===== src/hw/mem_pkg.sv =====
package mem_pkg;

    // ==================================================
    // Tile buffer geometry
    // ==================================================

    // Word width in bits
    localparam int DATA_BIT = 32;
    // Words per tile, one tile per bank
    localparam int DEPTH    = 16;
    localparam int ADDR_BIT = 4;
    // Byte lanes per word
    localparam int MASK_BIT = 4;

    // Data word as stored in a bank
    typedef logic [DATA_BIT-1:0] word_t;

endpackage


===== src/hw/ctrl_pkg.sv =====
package ctrl_pkg;

    // ==================================================
    // Host command opcodes
    // ==================================================

    typedef enum logic [1:0] {
        OP_WRITE      = 2'd0,   // whole word
        OP_WRITE_MASK = 2'd1,   // byte lanes from cmd_mask
        OP_COMMIT     = 2'd2    // end of tile, swap banks
    } cmd_op_e;

    // ==================================================
    // Control FSM states
    // ==================================================

    // Loader
    typedef enum logic [1:0] {LD_IDLE, LD_WAIT_GRANT, LD_ACK} ld_state_e;

    // Reducer
    typedef enum logic [2:0] {RD_IDLE, RD_SCAN, RD_DRAIN, RD_REQ, RD_RELEASE} rd_state_e;

    // Ping-pong controller, read bank free or busy
    typedef enum logic {PP_FREE, PP_BUSY} pp_state_e;

endpackage


===== src/hw/buffer_ifs.sv =====
`timescale 1ns/10ps

// Bank access, one write port and one read port on the double buffer
interface bank_if import mem_pkg::*;
();
    // Write side, always the bank not being read
    logic [ADDR_BIT-1:0] waddr;
    logic                wen;
    word_t               wdata;
    word_t               bwe;
    // Read side
    logic [ADDR_BIT-1:0] raddr;
    logic                ren;
    word_t               rdata;

    modport writer  (output waddr, wen, wdata, bwe);
    modport reader  (output raddr, ren, input rdata);
    modport mem     (input waddr, wen, wdata, bwe, raddr, ren, output rdata);
endinterface

// Swap control between loader, controller and reducer
interface swap_if;
    // Level, held by the loader until grant
    logic commit;
    // One-cycle pulses
    logic grant;
    logic start;
    logic done;

    modport loader  (output commit, input grant);
    modport ctrl    (input commit, done, output grant, start);
    modport reducer (input start, output done);
endinterface


===== src/hw/mem_sp.sv =====
`timescale 1ns/10ps

module mem_sp import mem_pkg::*; (
    input  logic                clk,
    input  logic [ADDR_BIT-1:0] addr,
    input  logic                wen,
    input  word_t               bwe,
    input  word_t               wdata,
    input  logic                ren,
    output word_t               rdata
);

    // Storage array, contents undefined until written
    word_t mem [DEPTH];

    // Write port
    // Bits under bwe take wdata, the rest keep the stored value
    always_ff @(posedge clk) begin
        if (wen) begin
            mem[addr] <= (wdata & bwe) | (mem[addr] & ~bwe);
        end
    end

    // Read port, one cycle latency
    always_ff @(posedge clk) begin
        if (ren) begin
            rdata <= mem[addr];
        end
    end

endmodule


===== src/hw/mem_db.sv =====
`timescale 1ns/10ps

module mem_db import mem_pkg::*; (
    input  logic clk,
    input  logic arst_n,
    input  logic sw,
    bank_if.mem  bank
);

    logic [ADDR_BIT-1:0] bank0_addr;
    logic                bank0_wen;
    logic                bank0_ren;
    word_t               bank0_rdata;

    logic [ADDR_BIT-1:0] bank1_addr;
    logic                bank1_wen;
    logic                bank1_ren;
    word_t               bank1_rdata;

    // Bank that was read on the previous cycle
    logic                read_sw;

    // ==================================================
    // Banks
    // ==================================================

    mem_sp bank0 (
        .clk   (clk),
        .addr  (bank0_addr),
        .wen   (bank0_wen),
        .bwe   (bank.bwe),
        .wdata (bank.wdata),
        .ren   (bank0_ren),
        .rdata (bank0_rdata)
    );

    mem_sp bank1 (
        .clk   (clk),
        .addr  (bank1_addr),
        .wen   (bank1_wen),
        .bwe   (bank.bwe),
        .wdata (bank.wdata),
        .ren   (bank1_ren),
        .rdata (bank1_rdata)
    );

    // ==================================================
    // Bank multiplexer
    // ==================================================

    // sw high: write bank0, read bank1
    // sw low: write bank1, read bank0
    always_comb begin
        bank0_addr = sw ? bank.waddr : bank.raddr;
        bank0_wen  = sw & bank.wen;
        bank0_ren  = ~sw & bank.ren;
        bank1_addr = sw ? bank.raddr : bank.waddr;
        bank1_wen  = ~sw & bank.wen;
        bank1_ren  = sw & bank.ren;
    end

    // Read data follows the bank selected at ren time
    always_ff @(posedge clk or negedge arst_n) begin
        if (!arst_n) begin
            read_sw <= 1'b0;
        end else begin
            read_sw <= sw;
        end
    end

    assign bank.rdata = read_sw ? bank1_rdata : bank0_rdata;

endmodule


===== src/hw/tile_loader.sv =====
`timescale 1ns/10ps

module tile_loader import mem_pkg::*, ctrl_pkg::*; (
    input  logic                clk,
    input  logic                arst_n,
    input  logic                cmd_req,
    input  cmd_op_e             cmd_op,
    input  logic [ADDR_BIT-1:0] cmd_addr,
    input  word_t               cmd_data,
    input  logic [MASK_BIT-1:0] cmd_mask,
    output logic                cmd_ack,
    bank_if.writer              wr,
    swap_if.loader              sw_ctl
);

    ld_state_e state;
    logic      is_write;

    assign is_write = (cmd_op == OP_WRITE) || (cmd_op == OP_WRITE_MASK);

    // Host handshake FSM
    always_ff @(posedge clk or negedge arst_n) begin
        if (!arst_n) begin
            state <= LD_IDLE;
        end else begin
            case (state)
                LD_IDLE: begin
                    if (cmd_req) begin
                        // Writes land this cycle, commits wait for the swap
                        state <= (cmd_op == OP_COMMIT) ? LD_WAIT_GRANT : LD_ACK;
                    end
                end
                LD_WAIT_GRANT: if (sw_ctl.grant) state <= LD_ACK;
                // Hold ack until the host drops req
                LD_ACK:        if (!cmd_req) state <= LD_IDLE;
                default:       state <= LD_IDLE;
            endcase
        end
    end

    assign cmd_ack       = (state == LD_ACK);
    assign sw_ctl.commit = (state == LD_WAIT_GRANT);

    // Bank write, fields are stable while req is high
    assign wr.wen   = (state == LD_IDLE) && cmd_req && is_write;
    assign wr.waddr = cmd_addr;
    assign wr.wdata = cmd_data;

    // Expand each mask bit into a byte lane
    always_comb begin
        for (int i = 0; i < MASK_BIT; i++) begin
            wr.bwe[i*(DATA_BIT/MASK_BIT) +: DATA_BIT/MASK_BIT] =
                {(DATA_BIT/MASK_BIT){cmd_mask[i] || (cmd_op == OP_WRITE)}};
        end
    end

endmodule


===== src/hw/pingpong_ctrl.sv =====
`timescale 1ns/10ps

module pingpong_ctrl import ctrl_pkg::*; (
    input  logic  clk,
    input  logic  arst_n,
    swap_if.ctrl  sw_ctl,
    output logic  sw
);

    pp_state_e state;
    logic      reader_free;

    // ==================================================
    // Swap arbitration
    // ==================================================

    // Read bank can be handed over when idle or in its done cycle
    assign reader_free = (state == PP_FREE) || sw_ctl.done;

    assign sw_ctl.grant = sw_ctl.commit && reader_free;
    // New read bank goes straight to the reducer
    assign sw_ctl.start = sw_ctl.grant;

    always_ff @(posedge clk or negedge arst_n) begin
        if (!arst_n) begin
            state <= PP_FREE;
            sw    <= 1'b0;
        end else begin
            if (sw_ctl.grant) begin
                // Swap banks on the grant edge
                sw    <= ~sw;
                state <= PP_BUSY;
            end else if (sw_ctl.done) begin
                state <= PP_FREE;
            end
        end
    end

endmodule


===== src/hw/tile_reducer.sv =====
`timescale 1ns/10ps

module tile_reducer import mem_pkg::*, ctrl_pkg::*; (
    input  logic   clk,
    input  logic   arst_n,
    bank_if.reader rd,
    swap_if.reducer sw_ctl,
    output logic   res_req,
    input  logic   res_ack,
    output word_t  res_sum
);

    rd_state_e           state;
    logic [ADDR_BIT-1:0] cnt;
    // Marks rdata valid, one cycle behind ren
    logic                rd_vld;
    word_t               sum;

    // ==================================================
    // Scan and result FSM
    // ==================================================

    always_ff @(posedge clk or negedge arst_n) begin
        if (!arst_n) begin
            state  <= RD_IDLE;
            cnt    <= '0;
            rd_vld <= 1'b0;
        end else begin
            rd_vld <= rd.ren;
            case (state)
                RD_IDLE: begin
                    cnt <= '0;
                    if (sw_ctl.start) state <= RD_SCAN;
                end
                RD_SCAN: begin
                    cnt <= cnt + 1'b1;
                    // Last address of the tile
                    if (cnt == ADDR_BIT'(DEPTH - 1)) state <= RD_DRAIN;
                end
                // Last word returns here
                RD_DRAIN: state <= RD_REQ;
                RD_REQ:   if (res_ack) state <= RD_RELEASE;
                RD_RELEASE: begin
                    cnt <= '0;
                    // Next tile may start in the done cycle
                    if (!res_ack) state <= sw_ctl.start ? RD_SCAN : RD_IDLE;
                end
                default: state <= RD_IDLE;
            endcase
        end
    end

    // Accumulator, cleared when a tile starts
    always_ff @(posedge clk) begin
        if (sw_ctl.start) begin
            sum <= '0;
        end else if (rd_vld) begin
            sum <= sum + rd.rdata;   // wraps at 32 bits
        end
    end

    assign rd.ren      = (state == RD_SCAN);
    assign rd.raddr    = cnt;
    assign res_req     = (state == RD_REQ);
    assign res_sum     = sum;
    assign sw_ctl.done = (state == RD_RELEASE) && !res_ack;

endmodule


===== src/hw/tile_buffer_top.sv =====
`timescale 1ns/10ps

module tile_buffer_top import mem_pkg::*, ctrl_pkg::*; (
    input  logic                clk,
    input  logic                arst_n,
    // Host command channel
    input  logic                cmd_req,
    input  cmd_op_e             cmd_op,
    input  logic [ADDR_BIT-1:0] cmd_addr,
    input  word_t               cmd_data,
    input  logic [MASK_BIT-1:0] cmd_mask,
    output logic                cmd_ack,
    // Result channel
    output logic                res_req,
    output word_t               res_sum,
    input  logic                res_ack
);

    logic sw;

    bank_if bank_i ();
    swap_if swap_i ();

    // ==================================================
    // Datapath and control
    // ==================================================

    mem_db mem_db_i (
        .clk    (clk),
        .arst_n (arst_n),
        .sw     (sw),
        .bank   (bank_i.mem)
    );

    tile_loader loader_i (
        .clk      (clk),
        .arst_n   (arst_n),
        .cmd_req  (cmd_req),
        .cmd_op   (cmd_op),
        .cmd_addr (cmd_addr),
        .cmd_data (cmd_data),
        .cmd_mask (cmd_mask),
        .cmd_ack  (cmd_ack),
        .wr       (bank_i.writer),
        .sw_ctl   (swap_i.loader)
    );

    pingpong_ctrl ctrl_i (
        .clk    (clk),
        .arst_n (arst_n),
        .sw_ctl (swap_i.ctrl),
        .sw     (sw)
    );

    tile_reducer reducer_i (
        .clk     (clk),
        .arst_n  (arst_n),
        .rd      (bank_i.reader),
        .sw_ctl  (swap_i.reducer),
        .res_req (res_req),
        .res_ack (res_ack),
        .res_sum (res_sum)
    );

endmodule


===== config.mk =====
export PLATFORM = sky130hd
export DESIGN_NAME = tile_buffer_top
export DESIGN_NICKNAME = d
export VERILOG_FILES = /design/src/hw/mem_pkg.sv /design/src/hw/ctrl_pkg.sv /design/src/hw/buffer_ifs.sv /design/src/hw/mem_sp.sv /design/src/hw/mem_db.sv /design/src/hw/tile_loader.sv /design/src/hw/pingpong_ctrl.sv /design/src/hw/tile_reducer.sv /design/src/hw/tile_buffer_top.sv
export SDC_FILE = /design/constraint.sdc
export NUM_CORES = 1
export LEC_CHECK = 0
export BUFFER_PORTS_ARGS = -buffer_cell sky130_fd_sc_hd__buf_2
export CORE_ASPECT_RATIO = 1.5
export CORE_UTILIZATION = 65
export DETAILED_ROUTE_END_ITERATION = 12
export PLACE_DENSITY = 0.8
export SYNTH_ARGS = -nofsm -noshare
export SYNTH_HDL_FRONTEND = slang
export SYNTH_SLANG_ARGS = --single-unit
export TNS_END_PERCENT = 100

===== constraint.sdc =====
create_clock -name clk -period 10.9 [get_ports clk]
set_input_delay 0.545 -clock clk [delete_from_list [all_inputs] [get_ports clk]]
set_output_delay 0.545 -clock clk [all_outputs]
set_load 0.01 [all_outputs]

Word-level counts from Yosys, hierarchy flattened:

Memories as Yosys holds them, arrays and structs flattened.
Cells that the tools add are included.

* register bits after elaboration: 109
* latch bits: 0
* RAM bits: 1024
* ROM bits: 0
* output and inout bits: 34
* word-level logic and storage cells: 82
* memories: 2

Memories
* mem_db_i.bank0.mem: depth 16, width 32, rd ports 1, clocked after Yosys merged registers in 0, wr ports 1, RTL line mem_sp.sv:14 `word_t mem [DEPTH];`
* mem_db_i.bank1.mem: depth 16, width 32, rd ports 1, clocked after Yosys merged registers in 0, wr ports 1, RTL line mem_sp.sv:14

* $add $sub $neg: 2
* multiply operators: 0
* divide/modulo/power cells: 0
* magnitude comparators: 0
* equal/unequal tests: 16
* shift-type cells: 0
* muxes and demuxes: 21
* bitwise gates (word level): 12
* reductions and logical operators: 19

Operator list (count)
* $and A32 B32 Y32: 3
* $or A32 B32 Y32: 2
* $add A32 B32 Y32: 1
* $mux W32: 1
* $not A32 Y32: 1
* $pmux W3 S5: 1
* $mux W3: 4
* $mux W2: 4
* $mux W4: 2
* $ne A2 B1 Y1 const B: 4
* $pmux W4 S2: 1
* $mux W1: 7
* $eq A3 B2 Y1 const B: 2
* $logic_or A1 B1 Y1: 6
* $ne A2 B2 Y1 const B: 3
* $pmux W2 S3: 1
* $add A4 B1 Y4 const B: 1
* $and A1 B1 Y1: 4
* $eq A2 B1 Y1 const B: 2
* $eq A2 B2 Y1 const B: 2
* $eq A4 B4 Y1 const B: 1
* $logic_and A1 B1 Y1: 4
* $logic_not A2 Y1: 2
* $reduce_and A4 Y1: 1
* 8 further kinds: 10

Longest topological paths before layout:

Gate-level depths: netlist of the first run.

* depth in word-level cells: 7
* gate-level depth with buffers: 13
* mapped depth without buffers: 11

By module:

From an unflattened synthesis of the first run, not the netlist that was laid out.

* cells, all modules: 2686
* area total of the unflattened synthesis: 48301.3 um^2

By module, submodules not included
* mem_sp: times used 2, cells an instance 1078, area an instance 21843.4 um^2, sequential area each 16335.7 um^2
* tile_reducer: times used 1, cells an instance 393, area an instance 3204.3 um^2, sequential area each 840.8 um^2
* mem_db: times used 1, cells an instance 50, area an instance 691.9 um^2, sequential area each 25.0 um^2
* tile_loader: times used 1, cells an instance 80, area an instance 629.4 um^2, sequential area each 50.0 um^2
* pingpong_ctrl: times used 1, cells an instance 7, area an instance 88.8 um^2, sequential area each 50.0 um^2

Least setup slack after synthesis of the first run:

OpenSTA, ideal clock, no wires.

* kind: register to register
* start point: register ctrl_i.sw
* end point: memory mem_db_i.bank0.mem[11][0] (netlist name) (enable)
* setup time: 0.421 ns
* data arrival time: 3.167 ns
* required time: 10.479 ns
* slack: 7.312 ns
* cell stages (with the launch flop): 7
* path buffers: 3
* clock period less this slack: 3.588 ns
* cell sequence: dfrtp_1 > buf_4 > buf_6 > buf_2 > nor4b_1 > or3b_2 > nor2_1

* cells in the longest elaborated chain, start to end: 3

RTL lines
* start: declaration: RTL line pingpong_ctrl.sv:7 `output logic sw`
* start signal: assignment: RTL line pingpong_ctrl.sv:31 `sw <= ~sw;`
* $and A1 B1 Y1: RTL line mem_db.sv:55 `bank0_wen = sw & bank.wen;`
* $mux W1: RTL line mem_sp.sv:19 `if (wen) begin`
* $mux W1 (implied by the code): RTL line mem_sp.sv:20 `mem[addr] <= (wdata & bwe) | (mem[addr] & ~bwe);`
* end: declaration: RTL line mem_sp.sv:14

Parallel ways exist; a longest one is shown, timed or not.

Final worst setup path of the first run:

* start point: register ctrl_i.sw
* end point: memory mem_db_i.bank1.mem[1][13] (netlist name) (enable)

* cells in the longest elaborated chain, start to end: 4

RTL lines
* $not A1 Y1: RTL line mem_db.sv:58 `bank1_wen = ~sw & bank.wen;`
* $and A1 B1 Y1: RTL line mem_db.sv:58
* $mux W1: RTL line mem_sp.sv:19
* $mux W1 (implied by the code): RTL line mem_sp.sv:20
* end: declaration: RTL line mem_sp.sv:14

Parallel ways exist; a longest one is shown, timed or not.

==> results of run 1 <==
-- worst min-delay path: stages --
cell,delay [ns]
buf_2,0.14
inv_1,0.10
nor2_1,0.05
-- stage by stage --
| step | setup WS (ns) | util | hold slack [ns] | std cells |
|---|---|---|---|---|
| floorplan | 7.31 | - | 0.249 | 2617 |
| global placement | 6.72 | 0.686 | 0.444 | 3510 |
| detailed placement | 6.64 | 0.686 | 0.453 | 3510 |
| CTS | 6.66 | 0.734 | 0.166 | 3690 |
| global route | 6.46 | 0.734 | 0.214 | 3690 |
| finish | 6.61 | 0.734 | 0.196 | 3691 |
-- where the power goes --
group / switching [µW] / internal (µW)
Sequential: 188 / 5400
Combinational: 2750 / 1730
Clock: 1520 / 1990
Total: 4460 / 9130
-- worst max-delay path by stage --
stage / cells after the start / endpoint / startpoint / slack (ns)
2_1_floorplan: 6 / mem_db_i.bank0.mem[11][0]$_DFFE_PP_ / ctrl_i.sw$_DFFE_PN0P_ / 7.31
3_5_place_dp: 9 / mem_db_i.bank1.mem[14][7]$_DFFE_PP_ / cmd_addr[0] / 6.64
6_report: 6 / mem_db_i.bank1.mem[1][13]$_DFFE_PP_ / ctrl_i.sw$_DFFE_PN0P_ / 6.61
4_1_cts: 6 / mem_db_i.bank1.mem[1][12]$_DFFE_PP_ / ctrl_i.sw$_DFFE_PN0P_ / 6.66
3_3_place_gp: 9 / mem_db_i.bank1.mem[10][8]$_DFFE_PP_ / cmd_addr[0] / 6.72
5_1_grt: 6 / mem_db_i.bank1.mem[1][12]$_DFFE_PP_ / ctrl_i.sw$_DFFE_PN0P_ / 6.46
-- cell usage after synthesis (4+ instances only) --
library cell,number,area (µm²)
a211oi_1,7,52.6
a21o_1,14,105
a21oi_1,167,836
a22oi_1,256,1920
a31oi_1,11,68.8
a31oi_2,4,50.1
and2_1,5,31.3
buf_1,7,26.3
buf_2,10,50.1
buf_4,5,37.5
buf_6,9,101
clkbuf_1,108,405
dfrtp_1,13,325
dfxtp_1,32,641
edfxtp_1,1088,32700
ha_1,32,400
inv_1,13,48.8
mux2_2,35,394
mux2i_1,25,250
mux4_2,128,2880
nand2_1,38,143
nand2b_1,14,87.6
nand3_1,10,50.1
nand3b_1,6,45.0
nand4_1,9,56.3
nor2_1,250,938
nor2b_1,131,820
nor3_1,11,55.1
o21a_1,4,30.0
o21ai_0,26,130
o21bai_1,5,37.5
or2_2,4,25.0
or4_1,44,330
or4_4,20,225
xnor2_1,14,123
xor2_1,10,87.6
-- kinds of logic (layout without fill, tap and decap cells) --
kind of cell	Yosys count	after routing	synth area share
AO/OA/AOI/OAI	527	527	0.0781
XOR/XNOR	24	24	0.00468
adder cells (fa/ha/maj)	33	33	0.00936
buffers and inverters	152	333	0.0149
flip-flops	1133	1133	0.749
multiplexers	189	189	0.0788
other	0	1	0
AND/OR/NAND/NOR	559	559	0.0653
-- layout make-up --
type                            count  area share
Antenna cell                        1   0.0000501
Clock buffer                      129      0.0537
Clock inverter                     50      0.0108
Inverter                           13    0.000977
Multi-Input combinational cell   1332       0.221
Sequential cell                  1133       0.674
Tap cell                          892      0.0223
Timing Repair Buffer              141      0.0173
-- registers in the layout, summed over array words and instances (netlist names) --
signal	flops
ctrl_i.state	1
loader_i.state	2
mem_db_i.bank1.mem	512
reducer_i.state	3
reducer_i.rd_vld	1
mem_db_i.bank1.rdata	32
mem_db_i.read_sw	1
reducer_i.res_sum	32
mem_db_i.bank0.rdata	32
ctrl_i.sw	1
reducer_i.rd.raddr	4
mem_db_i.bank0.mem	512
-- what timing repair did --
item	4_1_cts	5_1_grt
hold buffers	1	0
hold endpoints to repair	13	0
setup buffers	0	0
-- routing by layer --
metal / vias to the layer above / share of wire / global-route usage / wire [µm]
met4: 6 / 0.044 / 0.146 / 4920
met5: - / 0.00033 / 0 / 37
li1: 10700 / - / - / -
met2: 1655 / 0.51 / 0.561 / 57600
met3: 353 / 0.10 / 0.0613 / 11800
met1: 12800 / 0.34 / 0.411 / 38400
==> flow_summary_export.csv, run 1 <==
group,metric,value,unit
worst_setup_path,path_class,"flop to flop",
min_path,hold_path_end,"reducer_i.state[2]$_DFFE_PN0P_",
timing,setup_viol_count_final,0,
timing,rsz0062_at_grt,"false",
worst_setup_path,cpMostUsedCell,"buf_4",
clock_tree,cts_buffer_depth,3,
floorplan,start_util,0.660,
timing,finalMaxSlewViolations,0,
pwr,power.leakage,0.0161,µW
global_routing,grt_antenna_before_repair,6,
worst_setup_path,path_cells,"buf_4 > mux2i_4 > buf_4 > nand3b_1 > nor2_4 > buf_4",
worst_setup_path,reg2reg_to,"mem_db_i.bank1.mem[1][13]$_DFFE_PP_",
timing,tns,0,ns
worst_setup_path,cp_num_buf_inv,3,
layout,fillers,3884,
logic_synthesis,synth.avg_cell_area,17.2,µm²
outcome,status,"complete, no violations",
layout,nNetsFinal,2796,
routing,wl_per_cell,30.6,µm
worst_setup_path,crit_fanout,68,
routing,via_count,25500,
worst_setup_path,path_delay_family,"buffers and inverters",
layout,area_growth_syn_to_layout,11.2,%
floorplan,die_x,217,µm
placed_design,gp_congestion,0.912,
worst_setup_path,r2r_setup_slack,6.61,ns
routing,dr.pass1.iters,7,
layout,multi_input_area,11000,µm²
pwr,ir_drop,0.223,mV
logic_synthesis,synth_seq_cells,1133,
timing,fmax,233,MHz
global_routing,grt_max_degree,69,
min_path,hold_depth,3,
min_path,min_from,"res_ack",
timing,tightest_slew,1.15,ns
layout,seq_area,33600,µm²
pwr,power_density,272,nW/µm²
routing,final_antenna_net_count,0,
clock_tree,cts_tree,"yes",
routing,routed_via_density,6.91,
logic_synthesis,seq_area_frac_synth,0.749,
timing,skew,0.0223,ns
logic_synthesis,yosys_warnings,0,
timing,post-route-min-period,4.29,ns
placed_design,io_buffers,79,
logic_synthesis,ys_types,66,
logic_synthesis,syn_nets,2696,
worst_setup_path,crit_slowest_cell,"buf_4",
global_routing,grt_pass1_vias,25800,
placed_design,placed_cell_area,46700,µm²
pwr,p_total,13600,µW
logic_synthesis,synth_cells,2617,
logic_synthesis,syn_area,44900,µm²
clock_tree,path_clk_slew,0.07,ns
clock_tree,worstSkewPairLatency,0.67,ns
routing,drtIter0Drc,3244,
worst_setup_path,worstPathRequired,11.23,ns
floorplan,std_cell_rows,117,
floorplan,die_h,324,µm
worst_setup_path,cp_slowest_stage_delay,0.85,ns
min_path,hold_path_class,"input pin to flop",
layout,drive_above_1_share,0.189,
timing,finalCritPeriodShare,0.393,
routing,drcViolationCount,0,
worst_setup_path,cp-end-kind,"flop",
global_routing,grt_overflow_total,0,
worst_setup_path,r2r-start,"ctrl_i.sw$_DFFE_PN0P_",
worst_setup_path,worstPathArrival,4.62,ns
layout,final_common_cell,"edfxtp_1",
clock_tree,clock_sinks,1133,
timing,slew_headroom,0.225,
job,maxCapViolations,0,
clock_tree,cts_inserted_buffers,96,
floorplan,die-area,70200,µm²
logic_synthesis,async_reset_ff_frac,0.0115,
clock_tree,postCtsResizedCells,0,
logic_synthesis,synth_edf_count,1088,
worst_setup_path,rr_worst_depth,6,
floorplan,io_pins,80,
timing,hold_violations,0,
layout,final_cell_mix,"edfxtp_1 (1088), a22oi_1 (256), nor2_1 (217)",
floorplan,core-area,68100,µm²
layout,fin_area,49900,µm²
worst_setup_path,cp-start-kind,"flop",
placed_design,dp_hpwl,65000,µm
logic_synthesis,synth-main-ff-cell,"edfxtp_1",
clock_tree,h-tree-depth,3,
clock_tree,root_buffer,"clkbuf_16",
global_routing,grt_usage,0.328,
routing,drt-total-wl,113000,µm
global_routing,grt_pass1_wl,165000,µm
Note: power is estimated with default switching activity, not from simulation.
==> inputs of run 2 (changes only) <==
--- a/config.mk
+++ b/config.mk
@@ -7,9 +7,9 @@
 export LEC_CHECK = 0
 export BUFFER_PORTS_ARGS = -buffer_cell sky130_fd_sc_hd__buf_2
 export CORE_ASPECT_RATIO = 1.5
-export CORE_UTILIZATION = 65
+export CORE_UTILIZATION = 56
 export DETAILED_ROUTE_END_ITERATION = 12
-export PLACE_DENSITY = 0.8
+export PLACE_DENSITY = 0.73
 export SYNTH_ARGS = -nofsm -noshare
 export SYNTH_HDL_FRONTEND = slang
 export SYNTH_SLANG_ARGS = --single-unit
==> constraint.sdc (replaced) <==
create_clock -name clk -period 3.7 [get_ports clk]
set_input_delay 0.185 -clock clk [delete_from_list [all_inputs] [get_ports clk]]
set_output_delay 0.185 -clock clk [all_outputs]
set_load 0.01 [all_outputs]
==> flow_summary_export.csv, run 2 (synthesis results as in run 1) <==
group,metric,value,unit
routing,wl_per_cell,28.9,µm
routing,final_antenna_net_count,0,
floorplan,die_h,349,µm
layout,largestRegisters,"mem_db_i.bank0.mem (512), mem_db_i.bank1.mem (512)",
pwr,power_density,794,nW/µm²
floorplan,core-area,79000,µm²
layout,nNetsFinal,2891,
clock_tree,cts_inserted_buffers,98,
placed_design,io_buffers,79,
worst_setup_path,path_delay_family,"compound AO/OA/AOI/OAI gates",
layout,final_common_cell,"edfxtp_1",
timing,fmax,283,MHz
clock_tree,h-tree-depth,3,
outcome,status,"complete, no violations",
floorplan,io_pins,80,
clock_tree,post_cts_buffers,0,
timing,tightest_slew,1.07,ns
clock_tree,cts_tree,"yes",
worst_setup_path,path_class,"flop to flop",
pwr,ir_drop,0.512,mV
floorplan,die_x,233,µm
clock_tree,clock_sinks,1133,
clock_tree,path_clk_slew,0.06,ns
placed_design,gp_congestion,0.982,
worst_setup_path,cpMostUsedCell,"o21ai_0",
global_routing,grt_max_degree,65,
timing,post-route-min-period,3.53,ns
global_routing,grt_pass1_vias,26200,
worst_setup_path,worstPathRequired,4.27,ns
floorplan,die-area,81400,µm²
timing,hold_violations,0,
clock_tree,cts_buffer_depth,3,
routing,dr.pass1.iters,6,
timing,skew,0.0278,ns
clock_tree,worstSkewPairLatency,0.67,ns
floorplan,std_cell_rows,126,
worst_setup_path,cp-start-kind,"flop",
min_path,hold_path_class,"input pin to flop",
layout,num_antenna_cells,0,
layout,drive_above_1_share,0.215,
global_routing,grt_pass1_wl,166000,µm
worst_setup_path,worstPathArrival,4.10,ns
worst_setup_path,cp_num_buf_inv,1,
routing,drtIter0Drc,2653,
clock_tree,root_buffer,"clkbuf_16",
worst_setup_path,cp-end-kind,"flop",
timing,tns,0,ns
floorplan,start_util,0.569,
placed_design,dp_hpwl,69800,µm
job,maxCapViolations,0,
global_routing,grt_antenna_before_repair,4,
worst_setup_path,path_cells,"buf_4 > mux2_2 > ha_1 > o21ai_0 > o21ai_0 > a21oi_1 > o31ai_1 > a31oi_1 > o21a_1 > o21ai_0",
timing,setup_viol_count_final,0,
layout,final_cell_mix,"edfxtp_1 (1088), a22oi_1 (256), nor2_1 (211)",
timing,rsz0062_at_grt,"false",
timing,finalCritPeriodShare,0.955,
pwr,power.leakage,0.0166,µW
worst_setup_path,crit_slowest_cell,"o31ai_1",
global_routing,grt_usage,0.284,
worst_setup_path,cp_slowest_stage_delay,0.70,ns
layout,area_growth_syn_to_layout,14.0,%
timing,finalMaxSlewViolations,0,
routing,via_count,25500,
routing,routed_via_density,6.49,
routing,drt-total-wl,113000,µm
placed_design,dp.cells,3728,
global_routing,grt_overflow_total,0,
timing,slew_headroom,0.282,
worst_setup_path,crit_fanout,12,
routing,drcViolationCount,0,
layout,final_cells,3920,
-- run 2: path summary, 6_finish.rpt --
| path | start | slack [ns] | end | depth (start not counted) |
|---|---|---|---|---|
| setup / recovery | mem_db_i.read_sw$_DFF_PN0_ | 0.17 | reducer_i.res_sum[28]$_SDFFE_PP0P_ | 10 |
| min in group asynchronous | arst_n | 0.56 | reducer_i.state[0]$_DFFE_PN0P_ | 3 |
| setup reg to reg | mem_db_i.read_sw$_DFF_PN0_ | 0.17 | reducer_i.res_sum[28]$_SDFFE_PP0P_ | 10 |
| hold / removal | cmd_data[3] | 0.12 | mem_db_i.bank1.mem[3][3]$_DFFE_PP_ | 4 |
| max in group asynchronous | arst_n | 2.00 | loader_i.state[0]$_DFFE_PN0P_ | 4 |
| hold reg to reg | reducer_i.res_sum[15]$_SDFFE_PP0P_ | 0.51 | reducer_i.res_sum[15]$_SDFFE_PP0P_ | 2 |
-- run 2: power breakdown --
| group | switching (µW) | total, µW | internal, µW | leakage, µW |
|---|---|---|---|---|
| registers | 568 | 16500 | 15900 | 0.0102 |
| logic | 8280 | 14000 | 5680 | 0.00485 |
| clock network | 4480 | 10300 | 5770 | 0.00156 |
-- run 2: layer usage --
| layer | part of all wire | track usage | wire [µm] |
|---|---|---|---|
| met1 | 0.35 | 0.351 | 39800 |
| met2 | 0.52 | 0.489 | 58700 |
| met3 | 0.088 | 0.0508 | 9910 |
| met4 | 0.041 | 0.119 | 4620 |
| met5 | 0.00028 | 0 | 32 |
-- run 2: worst min-delay path, delay by kind of cell --
family / cells / cell delay, ns
and+or+nand+nor: 2 / 0.16
buffers and inverters: 2 / 0.28
-- run 2: cell type report --
cell class	count	area (µm²)
Clock buffer	118	2590
Timing Repair Buffer	234	1980
Tap cell	1024	1280
Inverter	13	48.8
Clock inverter	66	606
Multi-Input combinational cell	1332	11100
Sequential cell	1133	33600
Fill cell	5284	27800
-- run 2: repair_timing --
action                     4_1_cts  5_1_grt
hold buffers                     8        0
resized for setup                0        7
setup endpoints to repair        0       85
hold endpoints to repair        18        0
-- run 2: through the flow --
stage	total power, µW	setup slack (ns)	cell area, µm²	hold WS (ns)	utilization
floorplan	25700	0.112	44900	-0.111	-
global placement	30100	0.200	47900	0.110	0.607
detailed placement	30400	0.220	47900	0.114	0.607
CTS	40600	0.209	51200	0.0913	0.648
global route	42300	0.000898	51200	0.149	0.648
finish	40700	0.166	51200	0.118	0.648
